`config.mk`:
```
export PLATFORM = sky130hd
export DESIGN_NAME = alu_execute
export DESIGN_NICKNAME = d
export VERILOG_FILES = /design/src/hdl/cpu_pkg.sv /design/src/hdl/alu_execute.sv
export SDC_FILE = /design/constraint.sdc
export NUM_CORES = 1
export LEC_CHECK = 0
export ABC_CLOCK_PERIOD_IN_PS = 8100
export BUFFER_PORTS_ARGS = -buffer_cell sky130_fd_sc_hd__buf_2
export CELL_PAD_IN_SITES_DETAIL_PLACEMENT = 0
export CELL_PAD_IN_SITES_GLOBAL_PLACEMENT = 1
export CORE_ASPECT_RATIO = 0.8
export CORE_MARGIN = 3
export CORE_UTILIZATION = 40
export DETAILED_ROUTE_END_ITERATION = 8
export GPL_ROUTABILITY_DRIVEN = 0
export PLACE_DENSITY = 0.78
export SLEW_MARGIN = 20
export SYNTH_ARGS = -nofsm -noshare
export SYNTH_HDL_FRONTEND = slang
export SYNTH_SLANG_ARGS = --single-unit
```
`constraint.sdc`:
```
create_clock -name clk -period 8.1 [get_ports clk]
set_clock_uncertainty 0.1 [all_clocks]
set_input_delay 0 -clock clk [delete_from_list [all_inputs] [get_ports clk]]
set_output_delay 0 -clock clk [all_outputs]
set_load 0.01 [all_outputs]
```
`src/hdl/cpu_pkg.sv`:
```
package cpu_pkg;

    //////////////////////////////////////////////////////////////////////
    // widths and counts
    typedef logic [31:0] word_t;
    typedef logic [31:0] instr_t;
    typedef logic [4:0]  areg_t;
    typedef logic [5:0]  preg_t;

    localparam int NUM_AREGS = 32;
    localparam int NUM_PREGS = 64;

    // instruction field positions
    localparam int OPC_LSB = 26;  // 6 bit opcode
    localparam int RS_LSB  = 21;
    localparam int RT_LSB  = 16;
    localparam int RD_LSB  = 11;
    localparam int FN_LSB  = 0;   // 6 bit funct
    localparam int IMM_LSB = 0;   // 16 bit immediate

    //////////////////////////////////////////////////////////////////////
    // opcode and funct encodings, mips style
    localparam logic [5:0] OP_RTYPE = 6'h00;
    localparam logic [5:0] OP_ADDIU = 6'h09;
    localparam logic [5:0] OP_ANDI  = 6'h0c;
    localparam logic [5:0] OP_ORI   = 6'h0d;
    localparam logic [5:0] OP_LUI   = 6'h0f;

    localparam logic [5:0] FN_ADDU = 6'h21;
    localparam logic [5:0] FN_SUBU = 6'h23;
    localparam logic [5:0] FN_AND  = 6'h24;
    localparam logic [5:0] FN_OR   = 6'h25;
    localparam logic [5:0] FN_XOR  = 6'h26;
    localparam logic [5:0] FN_SLT  = 6'h2a;

    typedef enum logic [3:0] {
        ALU_NOP,
        ALU_ADDU,
        ALU_SUBU,
        ALU_AND,
        ALU_OR,
        ALU_XOR,
        ALU_SLT,
        ALU_ADDIU,
        ALU_ANDI,
        ALU_ORI,
        ALU_LUI
    } alu_op_e;

    //////////////////////////////////////////////////////////////////////
    // stage payloads
    typedef struct packed {
        alu_op_e alu_op;
        preg_t   p_rs;
        preg_t   p_rt;
        logic    use_imm;
        word_t   imm;     // already extended
        logic    we;
        areg_t   rd;      // logical destination
        preg_t   p_rd;    // newly allocated
        preg_t   p_old;   // freed when this one writes back
    } uop_t;

    typedef struct packed {
        logic  we;
        areg_t rd;
        preg_t p_rd;
        preg_t p_old;
        word_t data;
    } ex_result_t;

    typedef struct packed {
        logic  we;
        areg_t rd;
        word_t data;
    } commit_t;

endpackage
```
`src/hdl/alu_execute.sv`:
```
`timescale 1ns/1ps

module alu_execute (
    input  logic                clk,
    input  logic                rst,
    input  logic                i_uop_valid,
    input  cpu_pkg::uop_t       i_uop,
    input  cpu_pkg::word_t      i_rdata0,
    input  cpu_pkg::word_t      i_rdata1,
    output cpu_pkg::preg_t      o_raddr0,
    output cpu_pkg::preg_t      o_raddr1,
    output logic                o_ex_valid,
    output cpu_pkg::ex_result_t o_ex
);
    import cpu_pkg::*;

    logic       byp_a, byp_b;
    word_t      op_a, op_b, rt_val;
    word_t      alu_out;
    ex_result_t ex_d;

    assign o_raddr0 = i_uop.p_rs;
    assign o_raddr1 = i_uop.p_rt;

    //////////////////////////////////////////////////////////////////////
    // operand select
    // previous result is still in flight to the register file
    assign byp_a  = o_ex_valid && o_ex.we && (o_ex.p_rd == i_uop.p_rs);
    assign byp_b  = o_ex_valid && o_ex.we && (o_ex.p_rd == i_uop.p_rt);
    assign op_a   = byp_a ? o_ex.data : i_rdata0;
    assign rt_val = byp_b ? o_ex.data : i_rdata1;
    assign op_b   = i_uop.use_imm ? i_uop.imm : rt_val;

    always_comb begin
        case (i_uop.alu_op)
            ALU_ADDU, ALU_ADDIU: alu_out = op_a + op_b;
            ALU_SUBU:            alu_out = op_a - op_b;
            ALU_AND, ALU_ANDI:   alu_out = op_a & op_b;
            ALU_OR, ALU_ORI:     alu_out = op_a | op_b;
            ALU_XOR:             alu_out = op_a ^ op_b;
            ALU_SLT:             alu_out = word_t'($signed(op_a) < $signed(op_b));
            ALU_LUI:             alu_out = op_b;  // imm already shifted
            default:             alu_out = '0;
        endcase
    end

    always_comb begin
        ex_d.we    = i_uop.we;  // decode clears it for a bubble
        ex_d.rd    = i_uop.rd;
        ex_d.p_rd  = i_uop.p_rd;
        ex_d.p_old = i_uop.p_old;
        ex_d.data  = alu_out;
    end

    //////////////////////////////////////////////////////////////////////
    // execute to result register
    always_ff @(posedge clk or negedge rst) begin
        if (!rst) begin
            o_ex_valid <= 1'b0;
        end else begin
            o_ex_valid <= i_uop_valid;
        end
    end

    always_ff @(posedge clk) begin
        if (i_uop_valid) begin
            o_ex <= ex_d;
        end
    end

endmodule

```
==> results of run 1 <==
-- what timing repair did --
action / in CTS / in global routing
endpoints found under the setup margin: 0 / 0
endpoints found under the hold margin: 19 / 0
hold buffers: 20 / 0
gates resized for setup: 0 / 0
-- layout by cell type, fill, tap and decap left out, types with 32 or more instances in the layout --
cell type,n
mux2i_1,32
mux2_2,37
a21oi_1,86
edfxtp_1,50
nand2_1,62
a221oi_1,35
inv_1,87
ha_1,99
o21ai_0,64
buf_2,196
nor2_1,82
-- final cells by class --
type	instances	area [sq um]	area share (%)
repair buffers	228	1270	13.6
flip-flops and latches	51	1530	16.3
clock inverters	3	26.3	0.281
multi-input cells	774	5720	61.2
clock buffers	5	125	1.34
inverters	93	349	3.74
well taps	258	323	3.45
-- power breakdown --
| part | switching, mW | total (mW) | internal, mW |
|---|---|---|---|
| Clock | 0.130 | 0.249 | 0.119 |
| Sequential | 0.0235 | 0.356 | 0.332 |
| Combinational | 0.356 | 0.587 | 0.231 |
| Total | 0.510 | 1.19 | 0.682 |
-- worst register-to-register path, delay by kind of cell (launching register included) --
family / cells / cell delay (ns)
muxes: 1 / 0.35
adders and majority gates: 1 / 0.41
AOI/OAI and AO/OA: 5 / 1.20
and+or+nand+nor: 6 / 2.53
xor gates and xnor gates: 1 / 0.19
buffers and inverters: 1 / 0.57
DFF: 1 / 0.44
-- cells by family after synthesis --
logic type,share of synthesized area (%)
xor+xnor,1.99
flops,19.3
buf+inv,8.65
fa+ha+maj,16.2
simple gates,14.5
compound gates,30.1
mux,9.31
-- metrics by stage --
stage	worst slack (ns)	hold WS, ns	utilization [%]	cell area [sq um]
after floorplan	2.85	-0.396	-	7920
after global placement	2.25	-0.324	46.8	8990
after detailed placement	2.09	-0.322	46.8	8990
after CTS	2.08	0.0444	48.7	9340
after global routing	1.76	0.107	48.7	9340
final	2.06	0.0511	48.7	9340
-- state kept, by name, indices dropped and copies added (netlist names) --
| name | cells |
|---|---|
| o_ex_valid | 1 |
| o_ex | 50 |
-- path summary, 6_finish.rpt --
path | to | cells after the start
worst max-delay path | o_ex[29] | 15
worst min-delay path | o_ex[21] | 3
worst max register to register | o_ex[29] | 15
worst min register to register | o_ex[21] | 4
max in group asynchronous | o_ex_valid | 3
min in group asynchronous | o_ex_valid | 3
-- metal layers --
layer	vias up	global-route usage (%)	wire, microns
li1	3992	-	-
met1	3826	36.2	13000
met2	360	38.9	11900
met3	28	3.39	2080
met4	2	4.51	356
met5	-	0	13
==> flow_metrics.tcl, run 1 <==
set metrics [dict create \
    status "complete, no violations" \
    synth_cell_types 83 \
    synth-edff-count 50 \
    ir_drop_mv 0.0759 \
    cts_buffers 5 \
    start_util_pct 41.2 \
    ys_seq_elements 51 \
    n_fill_cell 1905 \
    cp-startpoint "o_ex[41]" \
    rsz0062_at_grt "false" \
    grt_pass1_vias 7831 \
    slew_headroom_pct 35.8 \
    critPathRequiredTime_ns 8.06 \
    area_delta_synth_final_pct 18.1 \
    ys_warn_count 0 \
    clk_pin_slew_ns 0.10 \
    rr_startpoint "o_ex[41]" \
    vias 8208 \
    synth_ff_type "edfxtp_1" \
    max_stage_delay_ns 0.81 \
    cts_tree "built" \
    clk_latency_ns 0.33 \
    postSynthAreaPerCell_sq_um 7.99 \
    setup_viol 0 \
    yosysSeqAreaShare_pct 19.3 \
    wire_per_inst_microns 19.4 \
    ios 197 \
    critPathLaunchType "flop" \
    cp_common_cell "nor4_1" \
    cts_buffer_depth 2 \
    cts_root_buf "clkbuf_16" \
    nets 1388 \
    place_inst 1384 \
    worst_pin_slew_ns 0.961 \
    max_freq_mhz 165 \
    crit_type "flop to flop" \
    r2r_slack_ns 2.06 \
    critPathMaxFanout 20 \
    cp_slowest_cell "nand4_1" \
    core_area_sq_um 19200 \
    ant_nets 0 \
    hpwl_microns 20000 \
    final.period_utilization_pct 74.6 \
    dieArea_sq_um 21500 \
    arrival_ns 6.00 \
    power.density_nw_per_um2 128 \
    path_buf_inv 1 \
    maxCapViolations 0 \
    drtIter0Drc 765 \
    synth.most_common_cell "ha_1" \
    layout-drive-gt1-share_pct 24.5 \
    total_power_mw 1.19 \
    syn_nets 1226 \
    setup_tns_ns 0 \
    io_buffers 196 \
    cts_setup_buffers 0 \
    vias_per_cell 5.81 \
    path_cells "xor2_1 -> nor4_1 -> nand4_1 -> buf_4 -> mux2_2 -> ha_1 -> nor4_1 -> and2_1 -> a22o_1 -> o21ai_1 -> a21oi_1 -> and3b_1 -> a2111oi_0 -> nand4b_1 -> o221ai_1" \
    first_pass_iters 6 \
    die_y_microns 132 \
    netlist_area_sq_um 7920 \
    synth_common_cells "ha_1, inv_1, a21oi_1, nor2_1, o21ai_0" \
    grt_max_degree 52 \
    hold_violations 0 \
    slew_violations 0 \
    synth_top_cell_by_area "edfxtp_1" \
    drc_errors 0 \
    hold_path.class "input pin to flop" \
    fin_cells 1412 \
    grt-ovfl-total 0 \
    cp_top_family "simple AND/OR/NAND/NOR gates" \
    leakage_nw 4.38 \
    die_w_microns 163 \
    rows 45 \
    crit_path_end_kind "flop" \
    htreeDepth 2 \
    wl_microns 27400 \
    synth.area.top_cells "edfxtp_1, ha_1, a21oi_1" \
    netlist.area_leader.share_pct 19.0 \
    syn_inst 991 \
    finalCriticalPeriod_ns 6.04 \
    diodes 0 \
    min_from "i_uop[39]" \
    grt_first_pass_wirelength_microns 43200 \
    antenna_found_initial 1 \
    clock-sinks 51 \
    async_reset_ff_share_pct 1.96 \
    track_usage_pct 24.7 \
]
(Power assumes the default switching activity.)
==> run 2: changes to the inputs <==
ABC_CLOCK_PERIOD_IN_PS = 5000   (was 8100)
CORE_UTILIZATION = 37   (was 40)
PLACE_DENSITY = 0.76   (was 0.78)
clock period = 5 ns   (was 8.1 ns; I/O delays follow)
==> run 2 against run 1 <==
  * Worst setup slack worse by 1.9 ns
  * Register-to-register slack worse by 1.9 ns
  * Utilization fell by 0.091 points
  * Via count increased by 4.8%
  * Non-clock buffer count grew 67
  * Largest power group unchanged
  * Combinational power increased by 86%
  * Worst hold slack worse by 0.010 ns
  * Critical endpoint is now o_ex[26]
==> flow_metrics.tcl, run 2 (synthesized netlist as in run 1, its figures left out) <==
set metrics [dict create \
    status "complete, no violations" \
    top_register "o_ex" \
    first_pass_iters 5 \
    antenna_found_initial 0 \
    crit_path_end_kind "flop" \
    power.density_nw_per_um2 203 \
    track_usage_pct 23.7 \
    clk_latency_ns 0.32 \
    dp_slack_ns -0.0946 \
    fin_cells 1490 \
    cp_top_family "compound AO/OA/AOI/OAI gates" \
    hold_path.class "input pin to flop" \
    ios 197 \
    drtIter0Drc 777 \
    final_util_pct 48.6 \
    io_buffers 196 \
    wl_microns 28700 \
    rows 47 \
    die_y_microns 137 \
    hold_violations 0 \
    core_area_sq_um 20900 \
    maxCapViolations 0 \
    cp_slowest_cell "or4_1" \
    slew_headroom_pct 33.6 \
    final.period_utilization_pct 97.0 \
    clk_pin_slew_ns 0.09 \
    final_common_cell "buf_2" \
    r2r_slack_ns 0.15 \
    grt_pass1_vias 7998 \
    grt-ovfl-total 0 \
    hpwl_microns 21100 \
    crit_type "flop to flop" \
    path_buf_inv 3 \
    critPathLaunchType "flop" \
    critPathRequiredTime_ns 4.97 \
    finalCriticalPeriod_ns 4.85 \
    cp_common_cell "o21ai_2" \
    total_power_mw 2.06 \
    htreeDepth 2 \
    max_freq_mhz 206 \
    final_cell_mix "buf_2, ha_1, inv_1, nor2_1, a21oi_1" \
    cts_buffer_depth 2 \
    wire_per_inst_microns 19.3 \
    place_inst 1442 \
    area_delta_synth_final_pct 28.1 \
    clock-sinks 51 \
    rsz0062_at_grt "true" \
    die_w_microns 170 \
    arrival_ns 4.83 \
    max_stage_delay_ns 0.48 \
    vias 8606 \
    grt_max_degree 52 \
    worst_pin_slew_ns 0.991 \
    ir_drop_mv 0.137 \
    n_fill_cell 2042 \
    cts_buffers 5 \
    largest_reg_flops 50 \
    layout-drive-gt1-share_pct 32.3 \
    grt_first_pass_wirelength_microns 43700 \
    critPathMaxFanout 6 \
    drc_errors 0 \
    cts_root_buf "clkbuf_16" \
    ant_nets 0 \
    top_regs "o_ex: 50 flops, o_ex_valid: 1 flops" \
    leakage_nw 4.72 \
    dieArea_sq_um 23200 \
    holdWs_ns 0.0408 \
    diodes 0 \
    path_cells "xor2_1 -> nor4_2 -> nand4_1 -> buf_6 -> buf_12 -> mux2i_2 -> o21ai_2 -> inv_2 -> fa_2 -> a21oi_2 -> nor2_1 -> a211o_1 -> a211oi_4 -> o211ai_4 -> a221oi_4 -> o21ai_2 -> or4_1 -> a32o_1" \
    vias_per_cell 5.78 \
    start_util_pct 37.9 \
    nets 1455 \
    cts_tree "built" \
    setup_viol 0 \
    slew_violations 0 \
    finalWorstSetupSlack_ns 0.148 \
]
## run 2: power breakdown
group,internal (mW),leakage (nW),total (mW),switching [mW]
registers,0.538,0.498,0.576,0.0376
clock network,0.193,0.0723,0.402,0.209
logic,0.460,4.15,1.09,0.625
total,1.19,4.72,2.06,0.872
## run 2: final timing paths
| kind | endpoint | depth (start not counted) | from |
|---|---|---|---|
| worst max-delay path | o_ex[26] | 18 | o_ex[38] |
| worst min-delay path | o_ex[16] | 3 | i_uop[34] |
| worst max register to register | o_ex[26] | 18 | o_ex[38] |
| worst min register to register | o_ex[20] | 4 | o_ex[20] |
| max in group asynchronous | o_ex_valid | 3 | rst |
| min in group asynchronous | o_ex_valid | 3 | rst |
## run 2: layout make-up
type,count,area [sq um],area share [%]
repair buffers,295,1820,17.9
inverters,93,349,3.44
well taps,269,337,3.32
multi-input cells,774,5960,58.8
clock inverters,3,27.5,0.271
clock buffers,5,125,1.23
flip-flops and latches,51,1530,15.1
## run 2: per-stage QoR
| stage | cell area, sq um | setup TNS [ns] |
|---|---|---|
| floorplan | 7930 | 0 |
| global placement | 9360 | -0.0579 |
| detailed placement | 9360 | -0.268 |
| CTS | 9750 | 0 |
| global route | 10100 | -0.107 |
| finish | 10100 | 0 |
## run 2: timing repair
action / CTS / global route
resized for setup: 2 / 62
hold buffers: 20 / 0
hold endpoints to repair: 19 / 0
setup buffers: 4 / 17
gates cloned: 0 / 1
setup endpoints to repair: 4 / 16
pin swaps: 5 / 25
## run 2: tightest hold or removal path, delay by kind of cell
kind / cells / cell delay, ns
compound gates: 2 / 0.26
buf+inv: 1 / 0.09
## run 2: metal layers
| layer | global-route usage (%) | vias up | routed length (microns) |
|---|---|---|---|
| li1 | - | 4119 | - |
| met1 | 34.4 | 4081 | 13400 |
| met2 | 37.2 | 384 | 12500 |
| met3 | 4.68 | 22 | 2480 |
| met4 | 3.54 | 0 | 265 |
| met5 | 0 | - | 0 |
