$ cat src/hdl/cpu_pkg.sv
package cpu_pkg;

    //////////////////////////////////////////////////////////////////////
    // widths and counts
    typedef logic [31:0] word_t;
    typedef logic [31:0] instr_t;
    typedef logic [4:0]  areg_t;
    typedef logic [5:0]  preg_t;

    localparam int NUM_AREGS = 32;
    localparam int NUM_PREGS = 64;

    // instruction field positions
    localparam int OPC_LSB = 26;  // 6 bit opcode
    localparam int RS_LSB  = 21;
    localparam int RT_LSB  = 16;
    localparam int RD_LSB  = 11;
    localparam int FN_LSB  = 0;   // 6 bit funct
    localparam int IMM_LSB = 0;   // 16 bit immediate

    //////////////////////////////////////////////////////////////////////
    // opcode and funct encodings, mips style
    localparam logic [5:0] OP_RTYPE = 6'h00;
    localparam logic [5:0] OP_ADDIU = 6'h09;
    localparam logic [5:0] OP_ANDI  = 6'h0c;
    localparam logic [5:0] OP_ORI   = 6'h0d;
    localparam logic [5:0] OP_LUI   = 6'h0f;

    localparam logic [5:0] FN_ADDU = 6'h21;
    localparam logic [5:0] FN_SUBU = 6'h23;
    localparam logic [5:0] FN_AND  = 6'h24;
    localparam logic [5:0] FN_OR   = 6'h25;
    localparam logic [5:0] FN_XOR  = 6'h26;
    localparam logic [5:0] FN_SLT  = 6'h2a;

    typedef enum logic [3:0] {
        ALU_NOP,
        ALU_ADDU,
        ALU_SUBU,
        ALU_AND,
        ALU_OR,
        ALU_XOR,
        ALU_SLT,
        ALU_ADDIU,
        ALU_ANDI,
        ALU_ORI,
        ALU_LUI
    } alu_op_e;

    //////////////////////////////////////////////////////////////////////
    // stage payloads
    typedef struct packed {
        alu_op_e alu_op;
        preg_t   p_rs;
        preg_t   p_rt;
        logic    use_imm;
        word_t   imm;     // already extended
        logic    we;
        areg_t   rd;      // logical destination
        preg_t   p_rd;    // newly allocated
        preg_t   p_old;   // freed when this one writes back
    } uop_t;

    typedef struct packed {
        logic  we;
        areg_t rd;
        preg_t p_rd;
        preg_t p_old;
        word_t data;
    } ex_result_t;

    typedef struct packed {
        logic  we;
        areg_t rd;
        word_t data;
    } commit_t;

endpackage
$ cat src/hdl/result_commit.sv
`timescale 1ns/1ps

module result_commit (
    input  logic                clk,
    input  logic                rst,
    input  logic                i_ex_valid,
    input  cpu_pkg::ex_result_t i_ex,
    output logic                o_wr_en,
    output cpu_pkg::preg_t      o_wr_preg,
    output cpu_pkg::word_t      o_wr_data,
    output logic                o_release,
    output cpu_pkg::preg_t      o_release_preg,
    output logic                o_commit_valid,
    output cpu_pkg::commit_t    o_commit
);
    import cpu_pkg::*;

    // writeback lands on the same edge as the commit register
    assign o_wr_en   = i_ex_valid && i_ex.we;
    assign o_wr_preg = i_ex.p_rd;
    assign o_wr_data = i_ex.data;

    // in order, no squash, so the old mapping is dead right away
    assign o_release      = o_wr_en;
    assign o_release_preg = i_ex.p_old;

    always_ff @(posedge clk or negedge rst) begin
        if (!rst) begin
            o_commit_valid <= 1'b0;
        end else begin
            o_commit_valid <= i_ex_valid;
        end
    end

    always_ff @(posedge clk) begin
        if (i_ex_valid) begin
            o_commit <= '{we: i_ex.we, rd: i_ex.rd, data: i_ex.data};
        end
    end

endmodule

$ cat config.mk
export PLATFORM = sky130hd
export DESIGN_NAME = result_commit
export DESIGN_NICKNAME = d
export VERILOG_FILES = /design/src/hdl/cpu_pkg.sv /design/src/hdl/result_commit.sv
export SDC_FILE = /design/constraint.sdc
export NUM_CORES = 1
export LEC_CHECK = 0
export ABC_AREA = 1
export BUFFER_PORTS_ARGS = -buffer_cell sky130_fd_sc_hd__buf_2
export CORE_MARGIN = 5
export CORE_UTILIZATION = 37
export DETAILED_ROUTE_END_ITERATION = 16
export HOLD_SLACK_MARGIN = 0.03
export PLACE_DENSITY = 0.8
export SLEW_MARGIN = 30
export SYNTH_ARGS = -nofsm -noshare
export SYNTH_HDL_FRONTEND = slang
export SYNTH_SLANG_ARGS = --single-unit
$ cat constraint.sdc
create_clock -name clk -period 0.8 [get_ports clk]
set_input_delay 0.08 -clock clk [delete_from_list [all_inputs] [get_ports clk]]
set_output_delay 0.08 -clock clk [all_outputs]
set_load 0.05 [all_outputs]
==> impl_results.md, run 1 <==
- Worst-Margin Slew: 0.258 ns
- Synth Area in Simple Gates: 0.00248
- Core Util, Final: 0.651
- Status: complete, but fails checks
- Nets: 257
- Vias in the first global route: 1,166
- Max-cap violations: 0
- CP arrival: 0.87 ns
- Global-route usage over all layers: 0.141
- Worst VDD drop: 1590 uV
- Vias: 1,059
- # rows: 23
- Max Transition Viols Final: 0
- Post-synth cell types: 5
- Routed vias/inst: 4.15
- CTS root buf: clkbuf_8
- Largest net degree at the start of global routing: 21
- Commonest non-fill, non-tap cell in the layout: buf_2
- Die Y: 73.9 microns
- CTS Buf Count: 5
- Yosys warns: 0
- FILL cells: 293
- Mapped Nets: 139
- Antenna violations before repair: 0
- WL/cell: 15.3 microns
- I/O Buffers: 113
- Setup crit end kind: primary output
- Leak: 0.00116 uW
- Antenna Cells: 0
- Initial Utilization: 0.381
- CORE AREA: 3970 sq um
- Full die area: 5460 sq um
- # placed instances: 208
- Fin. Hold Viols: 0
- Required time worst endpoint: 0.72 ns
- Sequential area share after synthesis: 0.772
- Crit-path max FO: 1
- Clock transition at path regs: 0.07 ns
- Final count of negative-setup-slack endpoints: 39
- Synth Area in Compound Gates: 0
- H-tree Lvls: 2
- Startpoint class of the critical path: flip-flop
- Worst min-delay path class: input port to async pin
- Largest family of logic cells by synthesized area: buffers and inverters
- DRT Pass-1 Iters: 4
- Final worst path period share: 1.19
- Critical path's slowest cell: edfxtp_1
- Crit-path max cell delay: 0.41 ns
- Area of the multi-input gates: 3.75 sq um
- CP top delay family: flip-flops
- Routability cong.: 0.717
- Final min period: 0.948 ns
- Io pins: 138
- Syn Inst Count: 86
- Layout Cells excl Fill: 255
- Global-route wire length before repair: 5.39 mm
- CTS tree: built
- Rel. slew slack: 0.829
- RSZ-0062 raised after global routing: yes
- CTS sink cnt: 39
- Post-Route WL: 3.91 mm
- Number of DRC markers in iteration 0: 31
- Post-synthesis mux area share: 0
- CTS max path bufs: 2
- Fmax: 1050 MHz
- Share of cells above drive strength 1: 0.605
- Final ANT Viol Nets: 0
- Failing checks: setup timing
- Adder-cell share of the synthesized area: 0
- Syn-to-layout area delta: 71.1%
- Critical path cell sequence: buf_6
- Synth Register Bits: 39
- Most frequent cells in the layout: buf_2, dlygate4sd3_1, buf_6
- Critical path class: flip-flop to primary output
- Mapped Area: 1510 sq um
- DRC Markers: 0
- Average size of a mapped cell: 17.6 sq um
- Gr ovfl total: 0
- Die X: 73.9 microns
- Worst path buffer plus inverter count: 1
- Worst Slack Setup Final: -0.148 ns
- Register area: 1170 sq um
- Post-Synth XOR/XNOR Area: 0
- Power Density: 2190 nW/um^2
cells by family after synthesis:
family                 count (synthesis)
flip-flops                            39
AND/OR/NAND/NOR                        1
buffers and inverters                 46
area by class of cell:
class / count / area share
repair buffers: 156 / 0.480
flip-flops and latches: 39 / 0.451
clock buffers: 5 / 0.0266
well taps: 50 / 0.0242
clock inverters: 3 / 0.0150
multi-input cells: 1 / 0.00145
inverters: 1 / 0.00145
registers in the layout, indices dropped and copies added (netlist names):
signal and flops:
o_commit 38, o_commit_valid 1
per-layer routing:
metal	vias up	share of wire	GRT usage
met2	59	0.62	0.296
met1	492	0.26	0.0934
li1	488	-	-
met3	20	0.095	0.0588
met4	0	0.033	0.0805
met5	-	0	0
stage by stage:
stage	total power [uW]	hold WS (ns)	worst slack (ns)	area [sq um]	TNS, ns
global route	5870	0.106	-0.183	2590	-5.88
CTS	5720	0.0983	-0.171	2590	-5.09
global placement	3800	-0.145	0.0542	1840	0
floorplan	3690	-0.216	0.00407	1510	0
detailed placement	3810	-0.137	0.0615	1840	0
finish	5650	0.111	-0.148	2590	-4.41
timing repair:
item | CTS | global route
setup buffers | 0 | 0
gates resized for setup | 78 | 0
pin swaps | 0 | 0
setup endpoints to repair | 39 | 39
hold buffers | 39 | 0
endpoints found under the hold margin | 39 | 0
final timing paths:
kind                                      to         start  depth (start not counted)
max in group asynchronous     o_commit_valid           rst                          2
min                           o_commit_valid           rst                          2
max                             o_commit[34]  o_commit[34]                          1
min in group clk           o_release_preg[0]      i_ex[32]                          0
Yosys cell counts:
master | instances | area share
buf_4 | 45 | 0.22
nand2_1 | 1 | 0.0025
dfrtp_1 | 1 | 0.017
edfxtp_1 | 38 | 0.75
inv_1 | 1 | 0.0025
where the power goes:
part           switching (uW)  internal, uW  total [uW]
sequential               75.7          2420        2500
clock                     602           911        1510
combinational            1080           558        1640
Power figures use the tool's default switching activity.
==> run 2: changes to the inputs <==
--- a/config.mk
+++ b/config.mk
@@ -12,6 +12,7 @@
 export DETAILED_ROUTE_END_ITERATION = 16
 export HOLD_SLACK_MARGIN = 0.03
 export PLACE_DENSITY = 0.8
+export SKIP_CTS_REPAIR_TIMING = 1
 export SLEW_MARGIN = 30
 export SYNTH_ARGS = -nofsm -noshare
 export SYNTH_HDL_FRONTEND = slang
==> impl_results.md, run 2 (synthesized netlist as in run 1, its figures left out) <==
- Setup crit end kind: primary output
- Final ANT Viol Nets: 0
- Commonest non-fill, non-tap cell in the layout: buf_2
- Nets: 257
- Worst min-delay path class: input port to async pin
- Failing checks: setup timing
- WL/cell: 15.4 microns
- DRC Markers: 0
- Crit-path max cell delay: 0.41 ns
- Global-route usage over all layers: 0.113
- I/O Buffers: 113
- Global-route wire length before repair: 4.32 mm
- Clock transition at path regs: 0.07 ns
- Antenna violations before repair: 0
- Leak: 0.00116 uW
- Antenna Cells: 0
- FILL cells: 301
- Core Util, Final: 0.651
- Largest net degree at the start of global routing: 21
- Initial Utilization: 0.381
- CTS root buf: clkbuf_8
- Total design power: 5650 uW
- Routability cong.: 0.717
- Worst path buffer plus inverter count: 1
- Post-Route WL: 3.92 mm
- Max-cap violations: 0
- DRT Pass-1 Iters: 3
- Full die area: 5460 sq um
- Number of DRC markers in iteration 0: 32
- Crit-path max FO: 1
- CORE AREA: 3970 sq um
- Fin. Hold Viols: 0
- H-tree Lvls: 2
- # rows: 23
- Status: complete, but fails checks
- CTS Buf Count: 5
- Routed vias/inst: 4.18
- Final min period: 0.946 ns
- Io pins: 138
- Startpoint class of the critical path: flip-flop
- CTS sink cnt: 39
- Hold slack: 0.111 ns
- CP top delay family: flip-flops
- Fmax: 1060 MHz
- Layout Cells excl Fill: 255
- Largest regs: o_commit x38, o_commit_valid x1
- Final count of negative-setup-slack endpoints: 39
- Worst Slack Setup Final: -0.146 ns
- CTS max path bufs: 2
- Max FFs per register: 38
- CTS tree: built
- Syn-to-layout area delta: 71.1%
- Worst-Margin Slew: 0.260 ns
- Power Density: 2190 nW/um^2
- Share of cells above drive strength 1: 0.605
- Final worst path period share: 1.18
- Max Transition Viols Final: 0
- Required time worst endpoint: 0.72 ns
- Die Y: 73.9 microns
- Top reg by flops: o_commit
- Die X: 73.9 microns
- Rel. slew slack: 0.828
- Worst VDD drop: 1590 uV
- # placed instances: 208
- RSZ-0062 raised after global routing: yes
- Critical path cell sequence: buf_6
- Most frequent cells in the layout: buf_2, dlygate4sd3_1, buf_6
- Vias in the first global route: 897
- CP arrival: 0.87 ns
- Vias: 1,067
- Gr ovfl total: 0
- Critical path class: flip-flop to primary output
- Critical path's slowest cell: edfxtp_1
[run 2: cell counts in the layout (fill, tap and decap cells not counted)]
No cell type changed its count.
[run 2: stage by stage]
stage / setup TNS, ns / setup slack [ns] / cell area [sq um]
2_1_floorplan: 0 / 0.00407 / 1510
3_3_place_gp: 0 / 0.0542 / 1840
3_5_place_dp: 0 / 0.0615 / 1840
4_1_cts: -6.33 / -0.203 / 1950
5_1_grt: -5.88 / -0.183 / 2590
6_report: -4.42 / -0.146 / 2590
[run 2: final cells by class]
cell class / count / area (sq um) / share of cell area
multi-input combinational: 1 / 3.75 / 0.00145
sequential: 39 / 1170 / 0.451
tap: 50 / 62.6 / 0.0242
timing repair buffer: 156 / 1240 / 0.480
clock buffer: 5 / 68.8 / 0.0266
inverter: 1 / 3.75 / 0.00145
clock inverter: 3 / 38.8 / 0.0150
[run 2: worst max path at each step]
stage / from / end / slack, ns / cells past startpoint
2_1_floorplan: i_ex_valid / o_wr_en / 0.004 / 3
3_3_place_gp: i_ex_valid / o_commit[7] / 0.05 / 2
3_5_place_dp: i_ex_valid / o_commit[29] / 0.06 / 2
4_1_cts: o_commit[24] / o_commit[24] / -0.20 / 1
5_1_grt: o_commit[34] / o_commit[34] / -0.18 / 1
6_report: o_commit[34] / o_commit[34] / -0.15 / 1
[run 2: layer usage]
layer	wire length, microns	global-route usage	up-vias	part of all wire
li1	-	-	489	-
met1	1060	0.0987	499	0.27
met2	2400	0.204	59	0.61
met3	324	0.0492	20	0.083
met4	131	0.0805	0	0.033
met5	0	0	-	0
[run 2: power by group]
| part | internal [uW] | switching (uW) |
|---|---|---|
| logic | 558 | 1080 |
| registers | 2420 | 75.9 |
| clock network | 911 | 600 |
| total | 3890 | 1760 |
==> run 3: changes to the inputs <==
--- a/config.mk
+++ b/config.mk
@@ -12,6 +12,7 @@
 export DETAILED_ROUTE_END_ITERATION = 16
 export HOLD_SLACK_MARGIN = 0.03
 export PLACE_DENSITY = 0.8
+export SETUP_SLACK_MARGIN = 0.2
 export SKIP_CTS_REPAIR_TIMING = 1
 export SLEW_MARGIN = 30
 export SYNTH_ARGS = -nofsm -noshare
==> impl_results.md, run 3 (synthesized netlist as in run 1, its figures left out) <==
- Final count of negative-setup-slack endpoints: 39
- Worst Setup SP: o_commit[30]
- Clk pwr share: 0.225
- Antenna Cells: 0
- Global-route wire length before repair: 4.48 mm
- Io pins: 138
- Power Density: 2240 nW/um^2
- Share of cells above drive strength 1: 0.764
- Layout Cells excl Fill: 228
- Antenna violations before repair: 2
- Fmax: 1070 MHz
- Nets: 230
- Total design power: 5250 uW
- Clock transition at path regs: 0.07 ns
- Largest regs: o_commit x38, o_commit_valid x1
- CTS max path bufs: 2
- CTS Buf Count: 5
- Startpoint class of the critical path: flip-flop
- Syn-to-layout area delta: 55.0%
- Most frequent cells in the layout: buf_2, buf_6, edfxtp_1
- Failing checks: hold timing, setup timing
- Post-DP HPWL: 2.81 mm
- H-tree Lvls: 2
- Post-Route WL: 3.51 mm
- Global-route usage over all layers: 0.116
- WL/cell: 15.4 microns
- Full die area: 5460 sq um
- Setup crit end kind: primary output
- Worst Slack Setup Final: -0.136 ns
- Hold Path Cell Cnt: 1
- Worst path buffer plus inverter count: 1
- Number of DRC markers in iteration 0: 24
- I/O Buffers: 113
- CP arrival: 0.86 ns
- Max-cap violations: 0
- CP top delay family: flip-flops
- Max Transition Viols Final: 0
- Final min period: 0.936 ns
- CTS tree: built
- Routed vias/inst: 4.21
- CTS root buf: clkbuf_8
- Gr ovfl total: 0
- Fin. Hold Viols: 33
- Worst-Margin Slew: 0.258 ns
- Pint: 3520 uW
- Final ANT Viol Nets: 0
- Crit-path max FO: 1
- # rows: 23
- Largest net degree at the start of global routing: 15
- Rel. slew slack: 0.829
- Leak: 0.00106 uW
- Crit-path max cell delay: 0.40 ns
- Initial Utilization: 0.381
- Seq pwr share: 0.475
- DRT Pass-1 Iters: 4
- Worst VDD drop: 1170 uV
- Max FFs per register: 38
- Required time worst endpoint: 0.72 ns
- # placed instances: 212
- Commonest non-fill, non-tap cell in the layout: buf_2
- Sink of the worst hold path: o_commit[34]
- Psw: 1730 uW
- DRC Markers: 0
- Sw frac: 0.330
- Critical path cell sequence: buf_6
- Die Y: 73.9 microns
- CORE AREA: 3970 sq um
- Critical path's slowest cell: edfxtp_1
- RSZ-0062 raised after global routing: yes
- Worst hold path startpoint: i_ex[46]
- Critical path class: flip-flop to primary output
- Die X: 73.9 microns
- Hold slack: -0.0291 ns
- Worst min-delay path class: input port to flip-flop
- Comb power frac: 0.300
- Vias: 959
- Top reg by flops: o_commit
- Final setup TNS: -4.30 ns
- Status: complete, but fails checks
- CTS sink cnt: 39
- Vias in the first global route: 912
- Final worst path period share: 1.17
- Routability cong.: 0.640
run 3: power groups by stage:
stage	sequential [uW]	clock, uW	combinational (uW)
4_1_cts	2460	1230	1350
3_3_place_gp	2490	0	1340
6_report	2500	1180	1580
3_5_place_dp	2500	0	1350
2_1_floorplan	3070	0	629
5_1_grt	2510	1340	1630
run 3: layer usage:
metal,track usage,wire [microns]
met5,0,27
met4,0.0563,87
met3,0.0807,539
met2,0.206,1960
met1,0.0969,890
run 3: cell type report:
cell class / count / area, sq um
fillers: 311 / 1630
flip-flops and latches: 39 / 1170
repair buffers: 129 / 1000
clock buffers: 6 / 72.6
well taps: 50 / 62.6
multi-input cells: 1 / 20.0
clock inverters: 2 / 7.51
inverters: 1 / 7.51
run 3: worst max path at each step:
stage,endpoint,slack [ns],cells past startpoint
floorplan,o_wr_en,0.10,3
global placement,o_wr_en,0.02,5
detailed placement,o_release,0.02,5
CTS,o_commit[30],-0.19,1
global route,o_commit[30],-0.18,1
finish,o_commit[30],-0.14,1
run 3: through the flow:
| step | utilization | cell area [sq um] | worst slack (ns) | hold WS (ns) |
|---|---|---|---|---|
| 6_report | 0.590 | 2340 | -0.136 | -0.0291 |
| 5_1_grt | 0.590 | 2340 | -0.181 | -0.0465 |
| 4_1_cts | 0.501 | 1990 | -0.187 | -0.445 |
| 3_5_place_dp | 0.480 | 1910 | 0.0166 | -0.136 |
| 3_3_place_gp | 0.480 | 1910 | 0.0207 | -0.144 |
| 2_1_floorplan | - | 1540 | 0.104 | -0.216 |
