<file path="config.mk">
export PLATFORM = sky130hd
export DESIGN_NAME = free_list
export DESIGN_NICKNAME = d
export VERILOG_FILES = /design/src/hdl/cpu_pkg.sv /design/src/hdl/free_list.sv
export SDC_FILE = /design/constraint.sdc
export NUM_CORES = 1
export LEC_CHECK = 0
export BUFFER_PORTS_ARGS = -buffer_cell sky130_fd_sc_hd__buf_2
export CAP_MARGIN = 15
export CORE_UTILIZATION = 30
export DETAILED_ROUTE_END_ITERATION = 16
export SYNTH_ARGS = -nofsm -noshare
export SYNTH_HDL_FRONTEND = slang
export SYNTH_SLANG_ARGS = --single-unit
export TNS_END_PERCENT = 5
</file>
<file path="constraint.sdc">
create_clock -name clk -period 3.2 [get_ports clk]
set_clock_uncertainty 0.2 [all_clocks]
set_input_delay 0.32 -clock clk [delete_from_list [all_inputs] [get_ports clk]]
set_output_delay 0.32 -clock clk [all_outputs]
set_load 0.005 [all_outputs]
</file>
<file path="src/hdl/cpu_pkg.sv">
package cpu_pkg;

    //////////////////////////////////////////////////////////////////////
    // widths and counts
    typedef logic [31:0] word_t;
    typedef logic [31:0] instr_t;
    typedef logic [4:0]  areg_t;
    typedef logic [5:0]  preg_t;

    localparam int NUM_AREGS = 32;
    localparam int NUM_PREGS = 64;

    // instruction field positions
    localparam int OPC_LSB = 26;  // 6 bit opcode
    localparam int RS_LSB  = 21;
    localparam int RT_LSB  = 16;
    localparam int RD_LSB  = 11;
    localparam int FN_LSB  = 0;   // 6 bit funct
    localparam int IMM_LSB = 0;   // 16 bit immediate

    //////////////////////////////////////////////////////////////////////
    // opcode and funct encodings, mips style
    localparam logic [5:0] OP_RTYPE = 6'h00;
    localparam logic [5:0] OP_ADDIU = 6'h09;
    localparam logic [5:0] OP_ANDI  = 6'h0c;
    localparam logic [5:0] OP_ORI   = 6'h0d;
    localparam logic [5:0] OP_LUI   = 6'h0f;

    localparam logic [5:0] FN_ADDU = 6'h21;
    localparam logic [5:0] FN_SUBU = 6'h23;
    localparam logic [5:0] FN_AND  = 6'h24;
    localparam logic [5:0] FN_OR   = 6'h25;
    localparam logic [5:0] FN_XOR  = 6'h26;
    localparam logic [5:0] FN_SLT  = 6'h2a;

    typedef enum logic [3:0] {
        ALU_NOP,
        ALU_ADDU,
        ALU_SUBU,
        ALU_AND,
        ALU_OR,
        ALU_XOR,
        ALU_SLT,
        ALU_ADDIU,
        ALU_ANDI,
        ALU_ORI,
        ALU_LUI
    } alu_op_e;

    //////////////////////////////////////////////////////////////////////
    // stage payloads
    typedef struct packed {
        alu_op_e alu_op;
        preg_t   p_rs;
        preg_t   p_rt;
        logic    use_imm;
        word_t   imm;     // already extended
        logic    we;
        areg_t   rd;      // logical destination
        preg_t   p_rd;    // newly allocated
        preg_t   p_old;   // freed when this one writes back
    } uop_t;

    typedef struct packed {
        logic  we;
        areg_t rd;
        preg_t p_rd;
        preg_t p_old;
        word_t data;
    } ex_result_t;

    typedef struct packed {
        logic  we;
        areg_t rd;
        word_t data;
    } commit_t;

endpackage
</file>
<file path="src/hdl/free_list.sv">
`timescale 1ns/1ps

module free_list (
    input  logic           clk,
    input  logic           rst,
    input  logic           i_alloc,
    input  logic           i_release,
    input  cpu_pkg::preg_t i_release_preg,
    output cpu_pkg::preg_t o_free_preg
);
    import cpu_pkg::*;

    localparam int FL_DEPTH = NUM_PREGS - NUM_AREGS;
    localparam int PTR_W    = $clog2(FL_DEPTH);

    preg_t            fl_mem [FL_DEPTH];
    logic [PTR_W-1:0] head;  // next register handed out
    logic [PTR_W-1:0] tail;  // next slot for a released one

    // head value is offered every cycle, the pop happens on the edge
    assign o_free_preg = fl_mem[head];

    //////////////////////////////////////////////////////////////////////
    // circular queue, pointers wrap on their own
    always_ff @(posedge clk or negedge rst) begin
        if (!rst) begin
            for (int i = 0; i < FL_DEPTH; i++) begin
                fl_mem[i] <= preg_t'(NUM_AREGS + i);
            end
            head <= '0;
            tail <= '0;  // full, tail sits on head
        end else begin
            if (i_alloc) begin
                head <= head + 1'b1;
            end
            // a release always follows an earlier alloc, so no overrun
            if (i_release) begin
                fl_mem[tail] <= i_release_preg;
                tail         <= tail + 1'b1;
            end
        end
    end

endmodule

</file>
==> results.yml, run 1 <==
yosys:
  yosys_register_bits: 202
  synthMostInstantiatedCell: "mux2_2"
  synth_warnings: 0
  synthArstFlopShare_pct: 100
  synthTopCellsByArea: "dfstp_2 31%, dfrtp_1 24%, mux2_2 19%"
  syn_area_per_cell_um2: 15.2
  syn-num-nets: 645
  syn_inst: 630
  synth-main-ff-cell: "dfstp_2"
  syn-cell-area_um2: 9570
  synth_commonest_cells: "161 x mux2_2, 112 x dfstp_2, 90 x dfrtp_1"
  ys_seq_area_share_pct: 54.3
  ys_types: 38
  synth_top_area_cell: "dfstp_2"
  synth_edf_count: 0
  synth_top_area_share_pct: 30.8
pwr:
  p_leak_nw: 4.54
  vdd_drop_max_mv: 0.345
  p_total_mw: 10.8
  cellPowerDensity_nw_per_um2: 988
clocking:
  clockBufferDepth: 3
  cts.sinks: 202
  cts_buffers: 23
  clk_pin_slew_worst_paths_ns: 0.06
  cts_tree: "done"
  root_buffer: "clkbuf_16"
  cts_max_level: 1
  clock_latency_ns: 0.50
detailed_routing:
  dr.pass1.iters: 4
  drtAntennaViolNets: 0
  drt_iter0_markers: 305
  remaining_drc_errors: 0
  route.vias.total: 5324
  viasPerCell: 5.02
  wl_um: 21100
  drt-wirelength-per-cell_um: 19.9
worst_setup_path:
  crit_required_ns: 2.68
  cp_top_family: "multiplexers"
  timing.critical_path.from_type: "flip-flop"
  cp.buffers_inverters: 3
  critical-path-max-stage-delay_ns: 0.56
  cpMaxStageDelayCell: "mux4_2"
  cp-end-kind: "primary output"
  path_max_fanout: 28
  path_class: "reg -> out"
  crit_arrival_ns: 2.58
  crit_path_cell_trace: "buf_4 -> buf_12 -> mux4_2 -> o22a_1 -> o21ai_1 -> a21oi_1 -> buf_2"
finish:
  fin_cells: 1061
  drive_gt1_share_pct: 57.6
  area_growth_pct: 14.1
  layout.nets: 657
  fin_util_pct: 34.7
  final_area_um2: 10900
floorplan:
  die_h_um: 181
  rows: 65
  core_um2: 31500
  pin_count: 16
  start_util_pct: 30.4
  chipWidth_um: 181
  die_area_um2: 32600
placement:
  post-place-ws_ns: 0.326
  place.gp.congestion: 0.787
  placed_cell_area_um2: 10000
  dpl.cell_count: 1012
  dpl.hpwl_um: 13300
  io_buffers: 15
global_routing:
  antenna_found_initial: 0
  grt_pass1_wl_um: 34300
  grt_max_degree: 92
  gr-total-overflow: 0
  track_usage_pct: 13.4
  grt_pass1_vias: 5688
min_path:
  min_path_type: "in -> async"
sta:
  final.setup.tns_ns: 0
  hold_ws_ns: 0.242
  max_slew_margin_pct: 47.7
  tightest_slew_ns: 0.784
  hold_violations: 0
  slew_violations: 0
  post-route-period-util_pct: 97.0
  setup_viol: 0
  layout_setup_ws_ns: 0.0962
  rsz0062_at_grt: "false"
  layout_min_cycle_time_ns: 3.10
  fmax_mhz: 322
run_status:
  outcome: "finished, final reports clean"
job:
  drv_cap: 0
-- final timing paths --
kind | from | endpoint | slack [ns] | cells past startpoint
min in group clk | i_release_preg[0] | fl_mem[72] | 0.27 | 2
max reg2reg | tail[1] | fl_mem[61] | 0.80 | 5
min | rst | fl_mem[172] | 0.24 | 2
max in group asynchronous | rst | fl_mem[73] | 1.67 | 3
min reg2reg | fl_mem[165] | fl_mem[165] | 0.28 | 1
max | head[0] | o_free_preg[3] | 0.1 | 7
-- what timing repair did --
item	in CTS	in global routing
hold endpoints to repair	43	0
gates cloned	0	0
resized for setup	4	3
buffers inserted	1	3
hold buffers	3	0
endpoints found under the setup margin	6	5
-- routing by layer --
layer | share of wire (%) | global-route usage [%] | vias to the layer above
li1 | - | - | 2378
met3 | 3.3 | 2.28 | 42
met5 | 0 | 0 | -
met2 | 45 | 20.9 | 65
met4 | 2.6 | 3.83 | 0
met1 | 49 | 19.2 | 2839
-- report_power, final --
group | internal (mW) | switching [mW]
clock | 1.61 | 1.02
sequential | 3.91 | 0.712
combinational | 1.94 | 1.61
total | 7.45 | 3.34
-- layout by cell type, fill, tap and decap left out, types with 8 or more instances in the layout --
master	netlist	routed
nor2_1	17	17
dfstp_2	112	112
mux2_2	161	161
mux2_1	32	32
dfrtp_1	90	87
clkbuf_16	0	23
nor2_2	13	13
clkbuf_8	0	10
buf_2	10	14
mux4_2	15	15
a221oi_1	18	15
nand2_1	8	8
mux4_1	15	15
mux2i_1	36	36
-- state kept, by name, indices dropped and copies added (netlist names) --
name    cells
fl_mem    192
tail        5
head        5
-- cell families (layout without fill, tap and decap cells) --
| family | count (synthesis) | after routing | synth area share [%] |
|---|---|---|---|
| adder cells (fa/ha/maj) | 5 | 5 | 0.654 |
| flip-flops | 202 | 202 | 54.3 |
| multiplexers | 265 | 265 | 35.1 |
| AO/OA/AOI/OAI | 45 | 45 | 3.53 |
| other | 0 | 1 | 0 |
| AND/OR/NAND/NOR | 60 | 60 | 3.45 |
| buffers and inverters | 46 | 74 | 2.37 |
| XOR/XNOR | 7 | 7 | 0.641 |
-- area by class of cell --
| class | instances | area [um2] |
|---|---|---|
| clock buffer | 37 | 718 |
| multi-input combinational | 382 | 4170 |
| timing repair buffer | 29 | 263 |
| antenna | 1 | 2.50 |
| sequential | 202 | 5200 |
| clock inverter | 4 | 47.5 |
| tap | 402 | 503 |
| fill | 2942 | 20600 |
| inverter | 4 | 15.0 |
Note: power is estimated with default switching activity, not from simulation.
==> run 2: changes to the inputs <==
- CORE_UTILIZATION: 30 -> 44
==> run 2 against run 1 <==
First-iteration DRC count is 5.9% lower. Highest routed layer unchanged. Cell count is 12% lower. Worst hold slack worse by 0.022 ns.
==> results.yml, run 2 (synthesized netlist as in run 1, its figures left out) <==
finish:
  register_area_um2: 5200
  fillers: 1768
  final_area_um2: 10700
  multi_input_area_um2: 4150
  largest_register_ffs: 192
  antenna_cells: 0
  regMostFlops: "fl_mem"
  final_common_cell: "mux2_2"
  reg.largest.list: "fl_mem: 192 flops, head: 5 flops, tail: 5 flops"
  fin_cells: 935
  area_growth_pct: 12.1
  drive_gt1_share_pct: 57.3
  mostFrequentLayoutCells: "161 x mux2_2, 112 x dfstp_2, 87 x dfrtp_1"
  layout.nets: 659
  fin_util_pct: 50.7
pwr:
  cellPowerDensity_nw_per_um2: 997
  seq_power_share_pct: 43.2
  p_clk_share_pct: 23.9
  netSwitchingFraction_pct: 30.8
  p_sw_mw: 3.30
  combPwrFrac_pct: 32.9
  p_leak_nw: 4.53
  p_total_mw: 10.7
  vdd_drop_max_mv: 0.438
  internal_power_mw: 7.40
sta:
  hold_violations: 0
  rsz0062_at_grt: "false"
  post-route-period-util_pct: 97.2
  layout_setup_ws_ns: 0.0893
  final.setup.tns_ns: 0
  hold_ws_ns: 0.220
  slew_violations: 0
  fmax_mhz: 321
  max_slew_margin_pct: 51.5
  tightest_slew_ns: 0.727
  layout_min_cycle_time_ns: 3.11
  setup_viol: 0
placement:
  placed_cell_area_um2: 9880
  dpl.hpwl_um: 13600
  post-place-ws_ns: 0.391
  io_buffers: 15
  place.gp.congestion: 0.773
  dpl.cell_count: 887
global_routing:
  gr-total-overflow: 0
  grt_max_degree: 87
  track_usage_pct: 19.6
  grt_pass1_vias: 5710
  antenna_found_initial: 0
  grt_pass1_wl_um: 33500
floorplan:
  pin_count: 16
  start_util_pct: 45.2
  chipWidth_um: 149
  die_h_um: 149
  rows: 53
  core_um2: 21200
  die_area_um2: 22300
clocking:
  clock_latency_ns: 0.50
  cts_max_level: 1
  cts_tree: "done"
  cts.sinks: 202
  clk_pin_slew_worst_paths_ns: 0.06
  clockBufferDepth: 3
  root_buffer: "clkbuf_16"
  cts_buffers: 22
detailed_routing:
  viasPerCell: 5.75
  drt_iter0_markers: 287
  dr.pass1.iters: 4
  drt-wirelength-per-cell_um: 22.4
  route.vias.total: 5379
  remaining_drc_errors: 0
  drtAntennaViolNets: 0
  wl_um: 20900
worst_setup_path:
  timing.critical_path.from_type: "flip-flop"
  reg2reg_from: "tail[0]"
  crit_arrival_ns: 2.59
  path_max_fanout: 5
  critPathLaunch: "head[0]"
  crit_required_ns: 2.68
  rrSetupSlack_ns: 0.79
  path_class: "reg -> out"
  cp-end-kind: "primary output"
run_status:
  outcome: "finished, final reports clean"
min_path:
  min_path_type: "in -> async"
job:
  drv_cap: 0
==> run 2: changes by cell type in the layout (fill, tap and decap cells not counted) <==
cell / previous run / this run
a221oi_1: 15 / 18
buf_12: 5 / 4
buf_6: 1 / 2
buf_4: 5 / 8
a221oi_2: 3 / 0
clkinv_2: 2 / 3
clkbuf_8: 10 / 8
diode_2: 1 / 0
==> run 2: area by class of cell <==
| type | instances | area share [%] |
|---|---|---|
| clock buffers | 35 | 6.44 |
| repair buffers | 32 | 2.58 |
| multi-input cells | 382 | 38.7 |
| well taps | 275 | 3.21 |
| inverters | 4 | 0.140 |
| clock inverters | 5 | 0.490 |
| flip-flops and latches | 202 | 48.5 |
==> run 2: critical path: stages (launching register included) <==
cell and delay (ns):
dfrtp_4 0.49, buf_4 0.13, mux4_2 0.48, mux2_2 0.29, a221oi_1 0.42, a21oi_1 0.13
buf_2 0.16
==> run 2: metal layers <==
layer / wire [um] / global-route usage, % / vias up
met5: 0 / 0 / -
met4: 370 / 4.44 / 0
met3: 837 / 3.41 / 32
met2: 9930 / 31.0 / 96
met1: 9760 / 28.1 / 2872
li1: - / - / 2379
==> run 2: path summary, 6_finish.rpt <==
kind	cells after the start	endpoint
min reg2reg	1	fl_mem[165]
max reg2reg	5	fl_mem[43]
min	2	fl_mem[61]
max	6	o_free_preg[4]
min in group clk	1	fl_mem[165]
max in group asynchronous	3	fl_mem[129]
==> run 2: power groups by stage <==
| stage | logic (mW) | registers, mW | clock network (mW) |
|---|---|---|---|
| 2_1_floorplan | 2.79 | 4.26 | 0 |
| 3_3_place_gp | 3.30 | 4.66 | 0 |
| 3_5_place_dp | 3.38 | 4.71 | 0 |
| 4_1_cts | 3.47 | 4.65 | 2.62 |
| 5_1_grt | 3.82 | 4.75 | 2.72 |
| 6_report | 3.52 | 4.62 | 2.56 |
==> run 2: timing repair <==
item,CTS,global route
buffers inserted,2,3
cloned,0,0
setup endpoints to repair,6,5
hold endpoints to repair,47,0
resized for setup,1,2
hold buffers,3,0
==> run 3: changes to the inputs <==
- CORE_MARGIN: default -> 2
- clock period: 3.2 -> 3.4 ns (I/O delays scaled with it)
==> run 3 against run 2 <==
Clock power decreased by 9.8%. Combinational power decreased by 8.5%. Die area increased by 2.7%. Clock-buffer cell count unchanged. Sequential power decreased by 5.6%. Register-to-register slack improved by 0.20 ns. Largest cell class unchanged. First-iteration DRC count decreased by 22%. Worst setup slack improved by 0.16 ns. Sequential share of layout area increased by 0.50 points.
==> results.yml, run 3 (synthesized netlist as in run 1, its figures left out) <==
floorplan:
  start_util_pct: 45.2
  chipWidth_um: 151
  core_um2: 21200
  die_h_um: 151
  rows: 53
  pin_count: 16
  die_area_um2: 22900
detailed_routing:
  drt-wirelength-per-cell_um: 22.5
  drtAntennaViolNets: 0
  dr.pass1.iters: 4
  remaining_drc_errors: 0
  viasPerCell: 5.74
  drt_iter0_markers: 223
  wl_um: 20900
  route.vias.total: 5334
finish:
  antenna_cells: 0
  final_common_cell: "mux2_2"
  layout.nets: 653
  mostFrequentLayoutCells: "161 x mux2_2, 112 x dfstp_2, 88 x dfrtp_1"
  reg.largest.list: "fl_mem: 192 flops, head: 5 flops, tail: 5 flops"
  drive_gt1_share_pct: 56.6
  regMostFlops: "fl_mem"
  largest_register_ffs: 192
  area_growth_pct: 10.9
  final_area_um2: 10600
worst_setup_path:
  crit_path_cell_trace: "buf_12 -> mux4_1 -> mux2_2 -> a221oi_1 -> a21oi_1 -> buf_2"
  cp-end-kind: "primary output"
  cpMaxStageDelayCell: "mux4_1"
  crit_required_ns: 2.86
  critical-path-max-stage-delay_ns: 0.59
  r2r_cells: 5
  crit_arrival_ns: 2.61
  path_max_fanout: 40
  path_class: "reg -> out"
  timing.critical_path.from_type: "flip-flop"
sta:
  hold_violations: 0
  final.setup.tns_ns: 0
  tightest_slew_ns: 0.793
  fmax_mhz: 317
  rsz0062_at_grt: "false"
  post-route-period-util_pct: 92.7
  slew_violations: 0
  layout_min_cycle_time_ns: 3.15
  max_slew_margin_pct: 47.1
  setup_viol: 0
clocking:
  cts_setup_buffers: 0
  clock_latency_ns: 0.51
  clk_pin_slew_worst_paths_ns: 0.06
  cts_buffers: 22
  cts.sinks: 202
  root_buffer: "clkbuf_16"
  clockBufferDepth: 3
  cts_tree: "done"
  cts_max_level: 1
placement:
  io_buffers: 15
  dpl.hpwl_um: 13300
  placed_cell_area_um2: 9870
  place.gp.congestion: 0.769
global_routing:
  track_usage_pct: 19.3
  antenna_found_initial: 0
  grt_pass1_vias: 5787
  gr-total-overflow: 0
  grt_pass1_wl_um: 33600
  grt_max_degree: 99
pwr:
  p_leak_nw: 4.48
  p_total_mw: 9.88
  netSwitchingFraction_pct: 31.3
  p_sw_mw: 3.10
  cellPowerDensity_nw_per_um2: 931
  p_clk_share_pct: 23.3
  seq_power_share_pct: 44.1
  internal_power_mw: 6.79
  vdd_drop_max_mv: 0.506
  combPwrFrac_pct: 32.5
min_path:
  min_path_type: "reg -> reg"
  hold_path_depth: 1
run_status:
  outcome: "finished, final reports clean"
job:
  drv_cap: 0
## run 3: cell types whose count changed in the layout (fill, tap and decap cells not counted), sizes merged
cell / delta
buf: -6
bufinv: -1
clkinv: +1
## run 3: layout make-up
cell class	count	area [um2]
sequential	202	5200
fill	1749	10500
timing repair buffer	26	199
clock buffer	35	681
clock inverter	5	27.5
tap	275	344
multi-input combinational	382	4150
inverter	4	15.0
## run 3: layer usage
layer | GRT usage, % | wire, um
met1 | 26.5 | 9480
met2 | 31.6 | 10000
met3 | 4.16 | 958
met4 | 4.63 | 446
met5 | 0 | 0
## run 3: power groups by stage
stage / clock network, mW / logic, mW / registers, mW
finish: 2.31 / 3.22 / 4.36
global route: 2.48 / 3.49 / 4.50
CTS: 2.37 / 3.25 / 4.37
detailed placement: 0 / 3.23 / 4.41
global placement: 0 / 3.16 / 4.35
floorplan: 0 / 2.63 / 4.01
## run 3: what timing repair did
| item | in CTS | in global routing |
|---|---|---|
| setup endpoints to repair | 0 | 6 |
| hold buffers | 3 | 0 |
| gates resized for setup | 0 | 1 |
| endpoints found under the hold margin | 51 | 0 |
## run 3: critical path: cells and delay by family (launching register included)
| family | cells | cell delay, ns |
|---|---|---|
| flops | 1 | 0.39 |
| buf+inv | 2 | 0.42 |
| compound gates | 2 | 0.39 |
| mux | 2 | 0.90 |
## run 3: stage by stage
step / hold slack (ns) / instances / util [%] / setup slack, ns
after detailed placement: 0.273 / 886 / 46.7 / 0.548
after floorplan: -0.156 / 630 / - / 1.20
after global placement: 0.259 / 886 / 46.7 / 0.519
after CTS: 0.287 / 929 / 50.2 / 0.00203
final: 0.287 / 929 / 50.2 / 0.248
after global routing: 0.307 / 929 / 50.2 / 0.0995
## run 3: final timing paths
check / from / to / slack (ns)
worst max-delay path: head[0] / o_free_preg[3] / 0.25
worst min-delay path: fl_mem[165] / fl_mem[165] / 0.29
max in group asynchronous: rst / fl_mem[131] / 1.82
worst max register to register: tail[0] / fl_mem[163] / 0.99
min in group asynchronous: rst / fl_mem[176] / 0.30
worst min register to register: fl_mem[165] / fl_mem[165] / 0.29
